`src/isa_pkg.sv`:
```
`default_nettype none

package isa_pkg;

  typedef logic [31:0] word_t;
  typedef logic [31:0] inst_t;
  typedef logic [4:0] reg_ix_t;

  // major opcodes the core executes, anything else is dropped at decode
  typedef enum logic [6:0] {
    OPC_OP    = 7'b0110011,
    OPC_OPIMM = 7'b0010011,
    OPC_LUI   = 7'b0110111
  } opcode_e;

  localparam logic [6:0] F7_BASE   = 7'b0000000;
  localparam logic [6:0] F7_ALT    = 7'b0100000; // sub, sra, srai
  localparam logic [6:0] F7_MULDIV = 7'b0000001;

  typedef enum logic [3:0] {
    ALU_ADD,
    ALU_SUB,
    ALU_AND,
    ALU_OR,
    ALU_XOR,
    ALU_SLL,
    ALU_SRL,
    ALU_SRA,
    ALU_SLT,
    ALU_SLTU,
    ALU_PASSB, // operand two straight through, lui
    ALU_MUL
  } alu_op_e;

  // which station takes the instruction
  typedef enum logic {
    UNIT_ALU,
    UNIT_MUL
  } unit_e;

endpackage

`default_nettype wire

```
`src/core_pkg.sv`:
```
`default_nettype none

package core_pkg;

  localparam int ROB_SIZE = 8;
  localparam int RS_DEPTH = 3;
  localparam int IQ_CREDITS = 4; // queue depth and the source's starting credits
  // product reaches the bus this many cycles after grant
  localparam int MUL_STAGES = 3;

  typedef logic [$clog2(ROB_SIZE)-1:0] rob_tag_t;
  typedef logic [$clog2(ROB_SIZE+1)-1:0] rob_cnt_t;
  typedef logic [$clog2(IQ_CREDITS+1)-1:0] credit_cnt_t;

endpackage

`default_nettype wire

```
`src/reorder_buffer.sv`:
```
`timescale 1ns/1ps
`default_nettype none

module reorder_buffer import isa_pkg::*, core_pkg::*; (
  input wire clk_100mhz,
  input wire sys_rst,
  input wire i_alloc,
  input wire reg_ix_t i_alloc_rd,
  input wire rob_tag_t i_fwd1_tag,
  input wire rob_tag_t i_fwd2_tag,
  input wire i_cdb_valid,
  input wire rob_tag_t i_cdb_tag,
  input wire word_t i_cdb_value,
  output rob_tag_t o_alloc_tag,
  output logic o_full,
  output logic o_fwd1_ready,
  output word_t o_fwd1_value,
  output logic o_fwd2_ready,
  output word_t o_fwd2_value,
  output logic o_commit_valid,
  output reg_ix_t o_commit_rd,
  output word_t o_commit_value,
  output rob_tag_t o_commit_tag
);
  rob_tag_t head, tail; // wrap naturally, ROB_SIZE is a power of two
  rob_cnt_t count;
  logic [ROB_SIZE-1:0] done;
  reg_ix_t dest_rd [ROB_SIZE];
  word_t result [ROB_SIZE];

  assign o_alloc_tag = tail;
  assign o_full = (count == rob_cnt_t'(ROB_SIZE));

  // rename only asks about tags it still maps, so those entries are live
  assign o_fwd1_ready = done[i_fwd1_tag];
  assign o_fwd1_value = result[i_fwd1_tag];
  assign o_fwd2_ready = done[i_fwd2_tag];
  assign o_fwd2_value = result[i_fwd2_tag];

  assign o_commit_valid = (count != '0) && done[head];
  assign o_commit_rd = dest_rd[head];
  assign o_commit_value = result[head];
  assign o_commit_tag = head;

  always_ff @(posedge clk_100mhz) begin
    if (sys_rst) begin
      head <= '0;
      tail <= '0;
      count <= '0;
      done <= '0;
    end else begin
      if (i_cdb_valid) done[i_cdb_tag] <= 1'b1;
      if (i_alloc) begin
        done[tail] <= 1'b0;
        tail <= tail + 1'b1;
      end
      if (o_commit_valid) head <= head + 1'b1;
      count <= count + rob_cnt_t'(i_alloc) - rob_cnt_t'(o_commit_valid);
    end
  end

  always_ff @(posedge clk_100mhz) begin
    if (i_alloc) dest_rd[tail] <= i_alloc_rd;
    if (i_cdb_valid) result[i_cdb_tag] <= i_cdb_value;
  end

endmodule

`default_nettype wire

```
`config.mk`:
```
export PLATFORM = sky130hd
export DESIGN_NAME = reorder_buffer
export DESIGN_NICKNAME = d
export VERILOG_FILES = /design/src/isa_pkg.sv /design/src/core_pkg.sv /design/src/reorder_buffer.sv
export SDC_FILE = /design/constraint.sdc
export NUM_CORES = 1
export LEC_CHECK = 0
export BUFFER_PORTS_ARGS = -buffer_cell sky130_fd_sc_hd__buf_2
export CAP_MARGIN = 0
export CORE_UTILIZATION = 54
export DETAILED_ROUTE_END_ITERATION = 7
export PLACE_DENSITY = 0.88
export SYNTH_ARGS = -nofsm -noshare
export SYNTH_HDL_FRONTEND = slang
export SYNTH_SLANG_ARGS = --single-unit
```
`constraint.sdc`:
```
create_clock -name clk_100mhz -period 3.1 [get_ports clk_100mhz]
set_input_delay 0.31 -clock clk_100mhz [delete_from_list [all_inputs] [get_ports clk_100mhz]]
set_output_delay 0.31 -clock clk_100mhz [all_outputs]
set_load 0.005 [all_outputs]
```
==> flow_summary.html, run 1 <==
<table>
<tr><th>Metric</th><th>Value</th></tr>
<tr><th colspan="2">Outcome</th></tr>
<tr><td>Status</td><td>finished, final reports clean</td></tr>
<tr><th colspan="2">CTS</th></tr>
<tr><td>Root Buffer Master</td><td>sky130_fd_sc_hd__clkbuf_16</td></tr>
<tr><td>TritonCTS clock tree</td><td>yes</td></tr>
<tr><td>Max Buffers Root-to-Sink</td><td>3</td></tr>
<tr><td>Clock slew seen by the registers of the worst setup and hold paths</td><td>around 0.06 ns</td></tr>
<tr><td>Count of instances resized after the clock tree is built</td><td>0</td></tr>
<tr><td>Number of buffers created by CTS</td><td>31</td></tr>
<tr><td>Clock tree sinks</td><td>between 300 and 400</td></tr>
<tr><td>Maximum level of the CTS H-tree</td><td>1</td></tr>
<tr><td>Worst-Skew Late Latency</td><td>roughly 0.55 ns</td></tr>
<tr><th colspan="2">Synth</th></tr>
<tr><td>Flip-flop and latch count after synthesis</td><td>between 300 and 400</td></tr>
<tr><td>Distinct cell type count of the synthesized netlist</td><td>35</td></tr>
<tr><td>Average footprint of a synthesized cell</td><td>between 20 and 25 sq um</td></tr>
<tr><td>Main area contributors after synthesis</td><td>sky130_fd_sc_hd__edfxtp_1, sky130_fd_sc_hd__mux4_2, sky130_fd_sc_hd__mux2_2</td></tr>
<tr><td>Syn Nets</td><td>around 840</td></tr>
<tr><td>Synth area leader</td><td>sky130_fd_sc_hd__edfxtp_1</td></tr>
<tr><td>Ys Warns</td><td>0</td></tr>
<tr><td>Fraction of post-synthesis cell area in the top cell type by area</td><td>~55%</td></tr>
<tr><td>Area of the mapped netlist</td><td>0.01613 sq mm</td></tr>
<tr><td>Gate count after technology mapping</td><td>about 780</td></tr>
<tr><td>Sequential share of the synthesized area</td><td>between 50% and 60%</td></tr>
<tr><th colspan="2">Die</th></tr>
<tr><td>DIE HEIGHT</td><td>~170 um</td></tr>
<tr><td>Initial Util</td><td>between 50% and 60%</td></tr>
<tr><td>Area enclosed by the die boundary</td><td>roughly 0.03 sq mm</td></tr>
<tr><td>Number of top-level design ports</td><td>161</td></tr>
<tr><td>Area of the placeable core</td><td>0.02901 sq mm</td></tr>
<tr><td>Die boundary width</td><td>174.8 um</td></tr>
<tr><td>Number of rows created at floorplan</td><td>slightly above 60</td></tr>
<tr><th colspan="2">Timing</th></tr>
<tr><td>Worst hold margin</td><td>~0.026 ns</td></tr>
<tr><td>Final setup violation count</td><td>0</td></tr>
<tr><td>Actual transition at the worst max-transition pin</td><td>1.154 ns</td></tr>
<tr><td>Slew Limit Fails</td><td>0</td></tr>
<tr><td>Shortest clock period the worst path allows after layout</td><td>2.786 ns</td></tr>
<tr><td>RSZ-0062 raised after global routing</td><td>no</td></tr>
<tr><td>Relative slew margins</td><td>22.48%</td></tr>
<tr><td>Period utilisation layout</td><td>between 80% and 90%</td></tr>
<tr><td>Final count of hold timing violations</td><td>0</td></tr>
<tr><td>Worst-case clock skew</td><td>0.007923 ns</td></tr>
<tr><td>Final WS setup</td><td>about 0.31 ns</td></tr>
<tr><td>Fmax</td><td>between 0.3 and 0.4 GHz</td></tr>
<tr><td>Setup TNS</td><td>0 ns</td></tr>
<tr><th colspan="2">Power</th></tr>
<tr><td>Switching pwr</td><td>roughly 2.1 mW</td></tr>
<tr><td>Switching portion of total power</td><td>~22%</td></tr>
<tr><td>Total power density per cell area</td><td>520.1 mW/mm^2</td></tr>
<tr><td>Relative contribution of combinational cells to total power</td><td>around 11%</td></tr>
<tr><td>Leakage component of the power</td><td>around 6 nW</td></tr>
<tr><td>Internal cell power</td><td>7.461 mW</td></tr>
<tr><td>Clock power frac</td><td>a little under two fifths</td></tr>
<tr><td>Worst supply voltage drop on vdd</td><td>between 0.4 and 0.5 mV</td></tr>
<tr><td>Sequential Power Share</td><td>roughly 50%</td></tr>
<tr><th colspan="2">Setup path</th></tr>
<tr><td>Highest cell delay on the worst timing path</td><td>~0.70 ns</td></tr>
<tr><td>Critical Path Source Type</td><td>flop</td></tr>
<tr><td>Critical path cell sequence</td><td>buf_4 &gt; mux4_2 &gt; mux2_2 &gt; buf_2</td></tr>
<tr><td>Worst Path Max Fanout</td><td>30</td></tr>
<tr><td>Dominant delay contributor by cell family on the critical path</td><td>flip-flops</td></tr>
<tr><td>Crit path capture type</td><td>output port</td></tr>
<tr><td>Required time of the critical path</td><td>2.79 ns</td></tr>
<tr><td>WS Path Type</td><td>flop to output port</td></tr>
<tr><td>Arrival time worst endpoint</td><td>around 2.5 ns</td></tr>
<tr><td>Master of the slowest instance on the critical path</td><td>sky130_fd_sc_hd__dfxtp_4</td></tr>
<tr><td>Bufs and invs on worst path</td><td>2</td></tr>
<tr><th colspan="2">Routing</th></tr>
<tr><td>Detailed-route wire length per cell</td><td>between 20 and 30 um</td></tr>
<tr><td>Via/cell ratio</td><td>6.563</td></tr>
<tr><td>Number of detailed-routing iterations run before antenna repair</td><td>5</td></tr>
<tr><td>Aggregate routed wire length</td><td>about 37,000 um</td></tr>
<tr><td>Remaining antenna violation count after routing</td><td>0</td></tr>
<tr><td>Total via count after detailed routing</td><td>about 8.9k</td></tr>
<tr><td>Count of routing violations after the opening detailed-route iteration</td><td>845</td></tr>
<tr><td>DR DRC count</td><td>0</td></tr>
<tr><th colspan="2">GRT</th></tr>
<tr><td>Total routing resource utilization after global routing</td><td>24.19%</td></tr>
<tr><td>Initial antenna violation count</td><td>4</td></tr>
<tr><td>Maximum number of pins on one net before global-route repair</td><td>47</td></tr>
<tr><td>Final global-route overflow total</td><td>0</td></tr>
<tr><td>Number of global-route vias before repair</td><td>about 9.3k</td></tr>
<tr><td>Wire length of the first global-routing pass</td><td>between 50,000 and 60,000 um</td></tr>
<tr><th colspan="2">Final layout</th></tr>
<tr><td>Layout area overhead</td><td>14.09%</td></tr>
<tr><td>Top library cells by usage in the layout, fill and taps aside</td><td>sky130_fd_sc_hd__edfxtp_1, sky130_fd_sc_hd__mux4_2, sky130_fd_sc_hd__buf_2, sky130_fd_sc_hd__mux2_2, sky130_fd_sc_hd__clkbuf_16</td></tr>
<tr><td>Most frequent standard cell in the layout excluding fill and tap cells</td><td>sky130_fd_sc_hd__edfxtp_1</td></tr>
<tr><td>Fraction of final layout cells with drive strength greater than 1</td><td>a little under three fifths</td></tr>
<tr><td># nets final</td><td>about 1.0k</td></tr>
<tr><th colspan="2">Placed design</th></tr>
<tr><td>HPWL after detailed placement</td><td>around 22,000 um</td></tr>
<tr><td>Worst setup timing slack at the placement stage</td><td>~0.73 ns</td></tr>
<tr><td>IO buf count</td><td>160</td></tr>
<tr><td>Weighted congestion at the end of routability-driven global placement</td><td>just under 0.8</td></tr>
<tr><th colspan="2">Flow run</th></tr>
<tr><td>Number of max-cap violations</td><td>0</td></tr>
<tr><th colspan="2">Hold path</th></tr>
<tr><td>Min-delay worst type</td><td>input port to flop</td></tr>
</table>
## routing by layer
layer  track usage, %  vias to the layer above  routed length (um)  part of all wire [%]
met5                0                        -                   8                 0.022
met4            8.152                        2                1085                   3.0
met2            42.71                      422               19210                    52
li1                 -                     3740                   -                     -
met3            4.547                       73                3108                   8.5
met1            30.08                     4649               13290                    36
## power groups by stage
stage / registers (mW) / clock network [mW] / logic, mW
finish: 4.91 / 3.58 / 1.07
global route: 4.93 / 3.76 / 1.14
CTS: 4.91 / 3.62 / 1.08
detailed placement: 5.00 / 0 / 1.07
global placement: 4.98 / 0 / 1.05
floorplan: 4.98 / 0 / 0.709
## flip-flops by register name, indices dropped and copies added, names as in the netlist, named ones only
register and flops:
count 4, dest_rd 40, done 8, o_commit_tag 3, result 256, o_alloc_tag 3
## timing repair
item                      in CTS  in global routing
hold buffers                   2                  0
hold endpoints to repair      12                  0
setup buffers                  0                  0
## metrics by stage
step | instances | total power, mW | utilization (%) | cell area, sq um
6_report | 1354 | 9.570 | 63.42 | 18400
5_1_grt | 1352 | 9.829 | 63.40 | 18400
4_1_cts | 1352 | 9.617 | 63.40 | 18400
3_5_place_dp | 1296 | 6.069 | 60.04 | 17420
3_3_place_gp | 1296 | 6.035 | 60.04 | 17420
2_1_floorplan | 784 | 5.685 | - | 16140
## cells by family (layout without fill, tap and decap cells)
kind of cell	Yosys count	in the layout	synth area share, %
muxes	314	314	36.35
and+or+nand+nor	63	63	1.893
AOI/OAI and AO/OA	18	18	0.7836
xor gates and xnor gates	3	3	0.1629
DFF	317	317	57.72
other	0	2	0
buffers and inverters	61	245	2.428
adders and majority gates	8	8	0.6672
## cell usage after synthesis (all sizes together)
master	n
a21o	1
a21oi	8
buf	40
clkbuf	18
dfxtp	21
edfxtp	296
fa	1
ha	7
inv	3
mux2	107
mux2i	1
mux4	206
nand2	7
nand2b	7
nor2	25
nor2b	3
nor3	12
nor3b	1
o21ai	5
o221ai	2
o22ai	2
or2	2
or2b	2
or3	3
or3b	1
xnor2	2
xor2	1
## path summary, 6_finish.rpt
path,slack (ns),cells after the start,from,end
min,0.03,1,i_cdb_value[8],result[3][8]
max reg2reg,0.59,8,o_commit_tag[0],count[2]
max,0.31,4,flop,o_commit_value[4]
min reg2reg,0.53,2,o_alloc_tag[0],o_alloc_tag[0]
## final cells by class
class                      count  area [sq um]
clock buffer                  36         794.5
multi-input combinational    406          6495
fill                        1971         10610
clock inverter                18         162.7
timing repair buffer         188          1134
tap                          384         480.5
sequential                   317          9318
inverter                       3         11.26
antenna                        2         5.005
No activity file was read; power rests on OpenSTA's default activity.
==> run 2: changes to the inputs <==
Settings changed: GPL_TIMING_DRIVEN set to 0.
==> flow_summary.html, run 2 (synthesized netlist as in run 1, its figures left out) <==
<table>
<tr><th>Metric</th><th>Value</th></tr>
<tr><th colspan="2">Timing</th></tr>
<tr><td>Worst-case clock skew</td><td>0.007057 ns</td></tr>
<tr><td>Actual transition at the worst max-transition pin</td><td>between 1 and 1.5 ns</td></tr>
<tr><td>Final count of hold timing violations</td><td>0</td></tr>
<tr><td>Fmax</td><td>0.3329 GHz</td></tr>
<tr><td>Shortest clock period the worst path allows after layout</td><td>between 3 and 4 ns</td></tr>
<tr><td>Final setup violation count</td><td>0</td></tr>
<tr><td>Period utilisation layout</td><td>a little over nine tenths</td></tr>
<tr><td>Relative slew margins</td><td>a little over a quarter</td></tr>
<tr><td>RSZ-0062 raised after global routing</td><td>no</td></tr>
<tr><td>Final WS setup</td><td>between 0.09 and 0.1 ns</td></tr>
<tr><td>Slew Limit Fails</td><td>0</td></tr>
<tr><th colspan="2">GRT</th></tr>
<tr><td>Wire length of the first global-routing pass</td><td>about 61,000 um</td></tr>
<tr><td>Initial antenna violation count</td><td>3</td></tr>
<tr><td>Final global-route overflow total</td><td>0</td></tr>
<tr><td>Total routing resource utilization after global routing</td><td>27.33%</td></tr>
<tr><td>Maximum number of pins on one net before global-route repair</td><td>23</td></tr>
<tr><td>Number of global-route vias before repair</td><td>between 9k and 10k</td></tr>
<tr><th colspan="2">Final layout</th></tr>
<tr><td>Fraction of final layout cells with drive strength greater than 1</td><td>57.27%</td></tr>
<tr><td>Top register by number of flip-flops</td><td>result</td></tr>
<tr><td>Most frequent standard cell in the layout excluding fill and tap cells</td><td>sky130_fd_sc_hd__edfxtp_1</td></tr>
<tr><td>Number of flip-flops in the largest register</td><td>256</td></tr>
<tr><td># nets final</td><td>approximately 1.0k</td></tr>
<tr><td>Design area</td><td>~0.019 sq mm</td></tr>
<tr><td>Top library cells by usage in the layout, fill and taps aside</td><td>sky130_fd_sc_hd__edfxtp_1, sky130_fd_sc_hd__mux4_2, sky130_fd_sc_hd__buf_2, sky130_fd_sc_hd__mux2_2, sky130_fd_sc_hd__clkbuf_16</td></tr>
<tr><td>Biggest registers after layout</td><td>result x256, dest_rd x40, done x8</td></tr>
<tr><td>Layout area overhead</td><td>16.51%</td></tr>
<tr><td>Final core utilization</td><td>around two thirds</td></tr>
<tr><th colspan="2">Routing</th></tr>
<tr><td>Remaining antenna violation count after routing</td><td>0</td></tr>
<tr><td>Number of detailed-routing iterations run before antenna repair</td><td>5</td></tr>
<tr><td>Count of routing violations after the opening detailed-route iteration</td><td>approximately 1.0k</td></tr>
<tr><td>DR DRC count</td><td>0</td></tr>
<tr><td>Total via count after detailed routing</td><td>between 9k and 10k</td></tr>
<tr><td>Via/cell ratio</td><td>roughly 6.8</td></tr>
<tr><td>Detailed-route wire length per cell</td><td>about 30 um</td></tr>
<tr><td>Aggregate routed wire length</td><td>41,230 um</td></tr>
<tr><th colspan="2">Placed design</th></tr>
<tr><td>HPWL after detailed placement</td><td>26,890 um</td></tr>
<tr><td>Placement-stage cell area</td><td>roughly 0.018 sq mm</td></tr>
<tr><td>Worst setup timing slack at the placement stage</td><td>about 0.66 ns</td></tr>
<tr><td>IO buf count</td><td>154</td></tr>
<tr><td>Weighted congestion at the end of routability-driven global placement</td><td>~0.78</td></tr>
<tr><th colspan="2">Power</th></tr>
<tr><td>Power after layout</td><td>roughly 10 mW</td></tr>
<tr><td>Leakage component of the power</td><td>between 6 and 7 nW</td></tr>
<tr><td>Total power density per cell area</td><td>533.4 mW/mm^2</td></tr>
<tr><td>Worst supply voltage drop on vdd</td><td>between 0.5 and 0.6 mV</td></tr>
<tr><th colspan="2">Die</th></tr>
<tr><td>Area enclosed by the die boundary</td><td>~0.031 sq mm</td></tr>
<tr><td>DIE HEIGHT</td><td>about 170 um</td></tr>
<tr><td>Area of the placeable core</td><td>slightly below 0.03 sq mm</td></tr>
<tr><td>Die boundary width</td><td>roughly 170 um</td></tr>
<tr><td>Number of top-level design ports</td><td>161</td></tr>
<tr><td>Number of rows created at floorplan</td><td>62</td></tr>
<tr><td>Initial Util</td><td>55.59%</td></tr>
<tr><th colspan="2">Hold path</th></tr>
<tr><td>Number of cells traversed by the worst hold path</td><td>1</td></tr>
<tr><td>Min-delay worst type</td><td>input port to flop</td></tr>
<tr><th colspan="2">Outcome</th></tr>
<tr><td>Status</td><td>finished, final reports clean</td></tr>
<tr><th colspan="2">CTS</th></tr>
<tr><td>Postcts setup bufs</td><td>0</td></tr>
<tr><td>Maximum level of the CTS H-tree</td><td>1</td></tr>
<tr><td>Clock tree sinks</td><td>317</td></tr>
<tr><td>Worst-Skew Late Latency</td><td>approximately 0.55 ns</td></tr>
<tr><td>Max Buffers Root-to-Sink</td><td>3</td></tr>
<tr><td>Root Buffer Master</td><td>sky130_fd_sc_hd__clkbuf_16</td></tr>
<tr><td>Clock slew seen by the registers of the worst setup and hold paths</td><td>0.07 ns</td></tr>
<tr><td>TritonCTS clock tree</td><td>yes</td></tr>
<tr><td>Number of buffers created by CTS</td><td>31</td></tr>
<tr><th colspan="2">Flow run</th></tr>
<tr><td>Number of max-cap violations</td><td>0</td></tr>
<tr><th colspan="2">Setup path</th></tr>
<tr><td>Arrival time worst endpoint</td><td>between 2 and 3 ns</td></tr>
<tr><td>Worst Path Max Fanout</td><td>10</td></tr>
<tr><td>Reg2reg path depth</td><td>8</td></tr>
<tr><td>Crit path capture type</td><td>output port</td></tr>
<tr><td>Required time of the critical path</td><td>~2.8 ns</td></tr>
<tr><td>WS Path Type</td><td>flop to output port</td></tr>
<tr><td>Critical Path Source Type</td><td>flop</td></tr>
</table>
[run 2: cell type report]
cell class | count | area (sq um)
Tap cell | 384 | 480.5
Clock inverter | 21 | 281.5
Sequential cell | 317 | 9309
Buffer | 58 | 380.4
Antenna cell | 2 | 5.005
Multi-Input combinational cell | 406 | 6495
Inverter | 3 | 11.26
Fill cell | 1920 | 10220
Clock buffer | 34 | 787.0
Timing Repair Buffer | 165 | 1041
[run 2: worst paths after layout]
path,from,to,slack [ns]
max,flop,o_commit_value[25],0.1
min,i_cdb_value[25],result[5][25],0.02
max reg2reg,o_commit_tag[0],count[2],0.61
min reg2reg,o_alloc_tag[0],o_alloc_tag[0],0.52
[run 2: report_power, final]
group | switching (mW) | internal, mW | total, mW | leakage (nW)
Combinational | 0.542 | 0.589 | 1.13 | 2.80
Sequential | 0.0919 | 4.83 | 4.92 | 2.86
Clock | 1.57 | 2.40 | 3.97 | 0.527
[run 2: worst max-delay path, cell delays in order, from the launching register on]
cell	delay, ns
sky130_fd_sc_hd__dfxtp_1	0.30
sky130_fd_sc_hd__clkbuf_1	0.54
sky130_fd_sc_hd__clkbuf_1	0.71
sky130_fd_sc_hd__mux2_2	0.45
sky130_fd_sc_hd__buf_2	0.14
[run 2: routing by layer]
layer,routed length [um],GRT usage [%]
met5,13,0
met4,1527,10.22
met3,3610,5.396
met2,21570,47.54
met1,14510,34.02
[run 2: metrics by stage]
stage | cells | hold slack (ns) | TNS [ns]
after global placement | 1322 | 0.4986 | -214.95
final | 1390 | 0.01859 | 0
after CTS | 1388 | 0.005669 | 0
after floorplan | 784 | 0.3816 | 0
after detailed placement | 1332 | 0.5059 | 0
after global routing | 1389 | 0.01864 | 0
[run 2: timing repair]
action,in CTS,in global routing
hold buffers,1,0
hold endpoints to repair,1,0
gates resized for setup,0,0
setup endpoints to repair,0,0
==> run 3: changes to the inputs <==
Settings changed: CORE_UTILIZATION 54 to 29, PLACE_DENSITY 0.88 to 0.58.
==> flow_summary.html, run 3 (synthesized netlist as in run 1, its figures left out) <==
<table>
<tr><th>Metric</th><th>Value</th></tr>
<tr><th colspan="2">GRT</th></tr>
<tr><td>Total routing resource utilization after global routing</td><td>16.36%</td></tr>
<tr><td>Initial antenna violation count</td><td>4</td></tr>
<tr><td>Wire length of the first global-routing pass</td><td>around 66,000 um</td></tr>
<tr><td>Final global-route overflow total</td><td>0</td></tr>
<tr><td>Maximum number of pins on one net before global-route repair</td><td>20</td></tr>
<tr><td>Number of global-route vias before repair</td><td>approximately 9.5k</td></tr>
<tr><th colspan="2">Setup path</th></tr>
<tr><td>Crit path capture type</td><td>output port</td></tr>
<tr><td>Required time of the critical path</td><td>about 2.8 ns</td></tr>
<tr><td>WS Path Type</td><td>flop to output port</td></tr>
<tr><td>Arrival time worst endpoint</td><td>2.47 ns</td></tr>
<tr><td>Minimum setup slack among reg-to-reg paths</td><td>0.62 ns</td></tr>
<tr><td>Critical Path Source Type</td><td>flop</td></tr>
<tr><td>Worst Path Max Fanout</td><td>10</td></tr>
<tr><th colspan="2">Die</th></tr>
<tr><td>DIE HEIGHT</td><td>around 240 um</td></tr>
<tr><td>Area enclosed by the die boundary</td><td>approximately 0.057 sq mm</td></tr>
<tr><td>Number of rows created at floorplan</td><td>86</td></tr>
<tr><td>Initial Util</td><td>between 20% and 30%</td></tr>
<tr><td>Number of top-level design ports</td><td>between 150 and 200</td></tr>
<tr><td>Die boundary width</td><td>about 240 um</td></tr>
<tr><td>Area of the placeable core</td><td>0.05499 sq mm</td></tr>
<tr><th colspan="2">Timing</th></tr>
<tr><td>Relative slew margins</td><td>between 20% and 30%</td></tr>
<tr><td>Setup TNS</td><td>0 ns</td></tr>
<tr><td>Shortest clock period the worst path allows after layout</td><td>2.783 ns</td></tr>
<tr><td>Final count of hold timing violations</td><td>0</td></tr>
<tr><td>RSZ-0062 raised after global routing</td><td>no</td></tr>
<tr><td>Period utilisation layout</td><td>between 80 and 90%</td></tr>
<tr><td>Worst-case clock skew</td><td>roughly 0.007 ns</td></tr>
<tr><td>Worst hold margin</td><td>just under 0.04 ns</td></tr>
<tr><td>Slew Limit Fails</td><td>0</td></tr>
<tr><td>Fmax</td><td>0.3593 GHz</td></tr>
<tr><td>Final WS setup</td><td>between 0.3 and 0.4 ns</td></tr>
<tr><td>Final setup violation count</td><td>0</td></tr>
<tr><td>Actual transition at the worst max-transition pin</td><td>1.055 ns</td></tr>
<tr><th colspan="2">Routing</th></tr>
<tr><td>Remaining antenna violation count after routing</td><td>0</td></tr>
<tr><td>Detailed-route wire length per cell</td><td>25.89 um</td></tr>
<tr><td>Number of detailed-routing iterations run before antenna repair</td><td>4</td></tr>
<tr><td>Via/cell ratio</td><td>5.068</td></tr>
<tr><td>Total via count after detailed routing</td><td>8,986</td></tr>
<tr><td>DR DRC count</td><td>0</td></tr>
<tr><td>Aggregate routed wire length</td><td>between 40,000 and 50,000 um</td></tr>
<tr><td>Count of routing violations after the opening detailed-route iteration</td><td>509</td></tr>
<tr><th colspan="2">Placed design</th></tr>
<tr><td>Total instance count after detailed placement</td><td>around 1.7k</td></tr>
<tr><td>Worst setup timing slack at the placement stage</td><td>0.2589 ns</td></tr>
<tr><td>HPWL after detailed placement</td><td>31,350 um</td></tr>
<tr><td>Placement-stage cell area</td><td>approximately 0.018 sq mm</td></tr>
<tr><td>IO buf count</td><td>approximately 150</td></tr>
<tr><td>Weighted congestion at the end of routability-driven global placement</td><td>between 0.7 and 0.8</td></tr>
<tr><th colspan="2">CTS</th></tr>
<tr><td>Maximum level of the CTS H-tree</td><td>2</td></tr>
<tr><td>Clock tree sinks</td><td>roughly 320</td></tr>
<tr><td>Number of buffers created by CTS</td><td>37</td></tr>
<tr><td>Clock slew seen by the registers of the worst setup and hold paths</td><td>0.06 ns</td></tr>
<tr><td>Worst-Skew Late Latency</td><td>0.54 ns</td></tr>
<tr><td>TritonCTS clock tree</td><td>yes</td></tr>
<tr><td>Max Buffers Root-to-Sink</td><td>3</td></tr>
<tr><td>Postcts setup bufs</td><td>0</td></tr>
<tr><td>Root Buffer Master</td><td>sky130_fd_sc_hd__clkbuf_16</td></tr>
<tr><th colspan="2">Flow run</th></tr>
<tr><td>Number of max-cap violations</td><td>0</td></tr>
<tr><th colspan="2">Final layout</th></tr>
<tr><td>Number of flip-flops in the largest register</td><td>approximately 260</td></tr>
<tr><td>Top library cells by usage in the layout, fill and taps aside</td><td>sky130_fd_sc_hd__edfxtp_1, sky130_fd_sc_hd__mux4_2, sky130_fd_sc_hd__buf_2, sky130_fd_sc_hd__mux2_2, sky130_fd_sc_hd__clkbuf_16</td></tr>
<tr><td>Final core utilization</td><td>a little over a third</td></tr>
<tr><td>Top register by number of flip-flops</td><td>result</td></tr>
<tr><td>Post-layout instance count excluding filler cells</td><td>1,773</td></tr>
<tr><td>Fraction of final layout cells with drive strength greater than 1</td><td>57.48%</td></tr>
<tr><td># fillers</td><td>just over 5k</td></tr>
<tr><td>Layout area overhead</td><td>20.85%</td></tr>
<tr><td>Design area</td><td>roughly 0.019 sq mm</td></tr>
<tr><td># nets final</td><td>about 1.1k</td></tr>
<tr><td>Most frequent standard cell in the layout excluding fill and tap cells</td><td>sky130_fd_sc_hd__edfxtp_1</td></tr>
<tr><td>Biggest registers after layout</td><td>result x256, dest_rd x40, done x8</td></tr>
<tr><th colspan="2">Power</th></tr>
<tr><td>Worst supply voltage drop on vdd</td><td>roughly 0.42 mV</td></tr>
<tr><td>Total power density per cell area</td><td>537.6 mW/mm^2</td></tr>
<tr><td>Leakage component of the power</td><td>6.312 nW</td></tr>
<tr><td>Power after layout</td><td>about 10 mW</td></tr>
<tr><th colspan="2">Outcome</th></tr>
<tr><td>Status</td><td>finished, final reports clean</td></tr>
<tr><th colspan="2">Hold path</th></tr>
<tr><td>Min-delay worst type</td><td>input port to flop</td></tr>
</table>
==> run 3: cell count changes in the layout (fill, tap and decap cells not counted), moves of 2 or more <==
cell | before | now
sky130_fd_sc_hd__buf_16 | 8 | 6
sky130_fd_sc_hd__dlygate4sd3_1 | 1 | 7
sky130_fd_sc_hd__clkbuf_2 | 0 | 3
sky130_fd_sc_hd__bufinv_16 | 7 | 4
sky130_fd_sc_hd__clkbuf_16 | 31 | 39
sky130_fd_sc_hd__buf_12 | 2 | 6
==> run 3: worst paths after layout <==
check | to | startpoint | cells past startpoint
worst max register to register | count[2] | o_commit_tag[0] | 8
worst min-delay path | result[5][23] | i_cdb_value[23] | 1
worst min register to register | o_alloc_tag[0] | o_alloc_tag[0] | 2
worst max-delay path | o_commit_value[27] | flop | 5
==> run 3: what timing repair did <==
item / in CTS / in global routing
hold buffers: 7 / 0
gates resized for setup: 3 / 3
endpoints found under the setup margin: 30 / 6
hold endpoints to repair: 39 / 0
==> run 3: layout make-up <==
type / count / area [sq um] / share of cell area (%)
flip-flops and latches: 317 / 9310 / 47.77
multi-input cells: 406 / 6495 / 33.32
repair buffers: 173 / 1126 / 5.778
clock buffers: 48 / 1020 / 5.232
well taps: 748 / 935.9 / 4.802
plain buffers: 57 / 386.6 / 1.984
clock inverters: 19 / 200.2 / 1.027
inverters: 3 / 11.26 / 0.05778
diodes: 2 / 5.005 / 0.02568
==> run 3: critical path: stages, from the launching register on <==
cell	delay (ns)
sky130_fd_sc_hd__dfxtp_1	0.32
sky130_fd_sc_hd__clkbuf_2	0.32
sky130_fd_sc_hd__buf_2	0.45
sky130_fd_sc_hd__mux4_2	0.38
sky130_fd_sc_hd__mux2_2	0.31
sky130_fd_sc_hd__buf_2	0.13
==> run 3: layer usage <==
| metal | global-route usage [%] | wire (um) | vias to the layer above | share of wire (%) |
|---|---|---|---|---|
| met3 | 4.061 | 2774 | 70 | 6.0 |
| met1 | 20.73 | 18940 | 4807 | 41 |
| met5 | 0 | 38 | - | 0.083 |
| met2 | 27.49 | 23010 | 256 | 50 |
| li1 | - | - | 3847 | - |
| met4 | 5.064 | 1147 | 6 | 2.5 |
==> run 3: report_power, final <==
part	internal [mW]	leakage [nW]	switching, mW	total [mW]
Sequential	4.83	2.86	0.0807	4.91
Clock	2.66	0.600	1.75	4.41
Combinational	0.596	2.85	0.563	1.16
Total	8.08	6.31	2.39	10.5
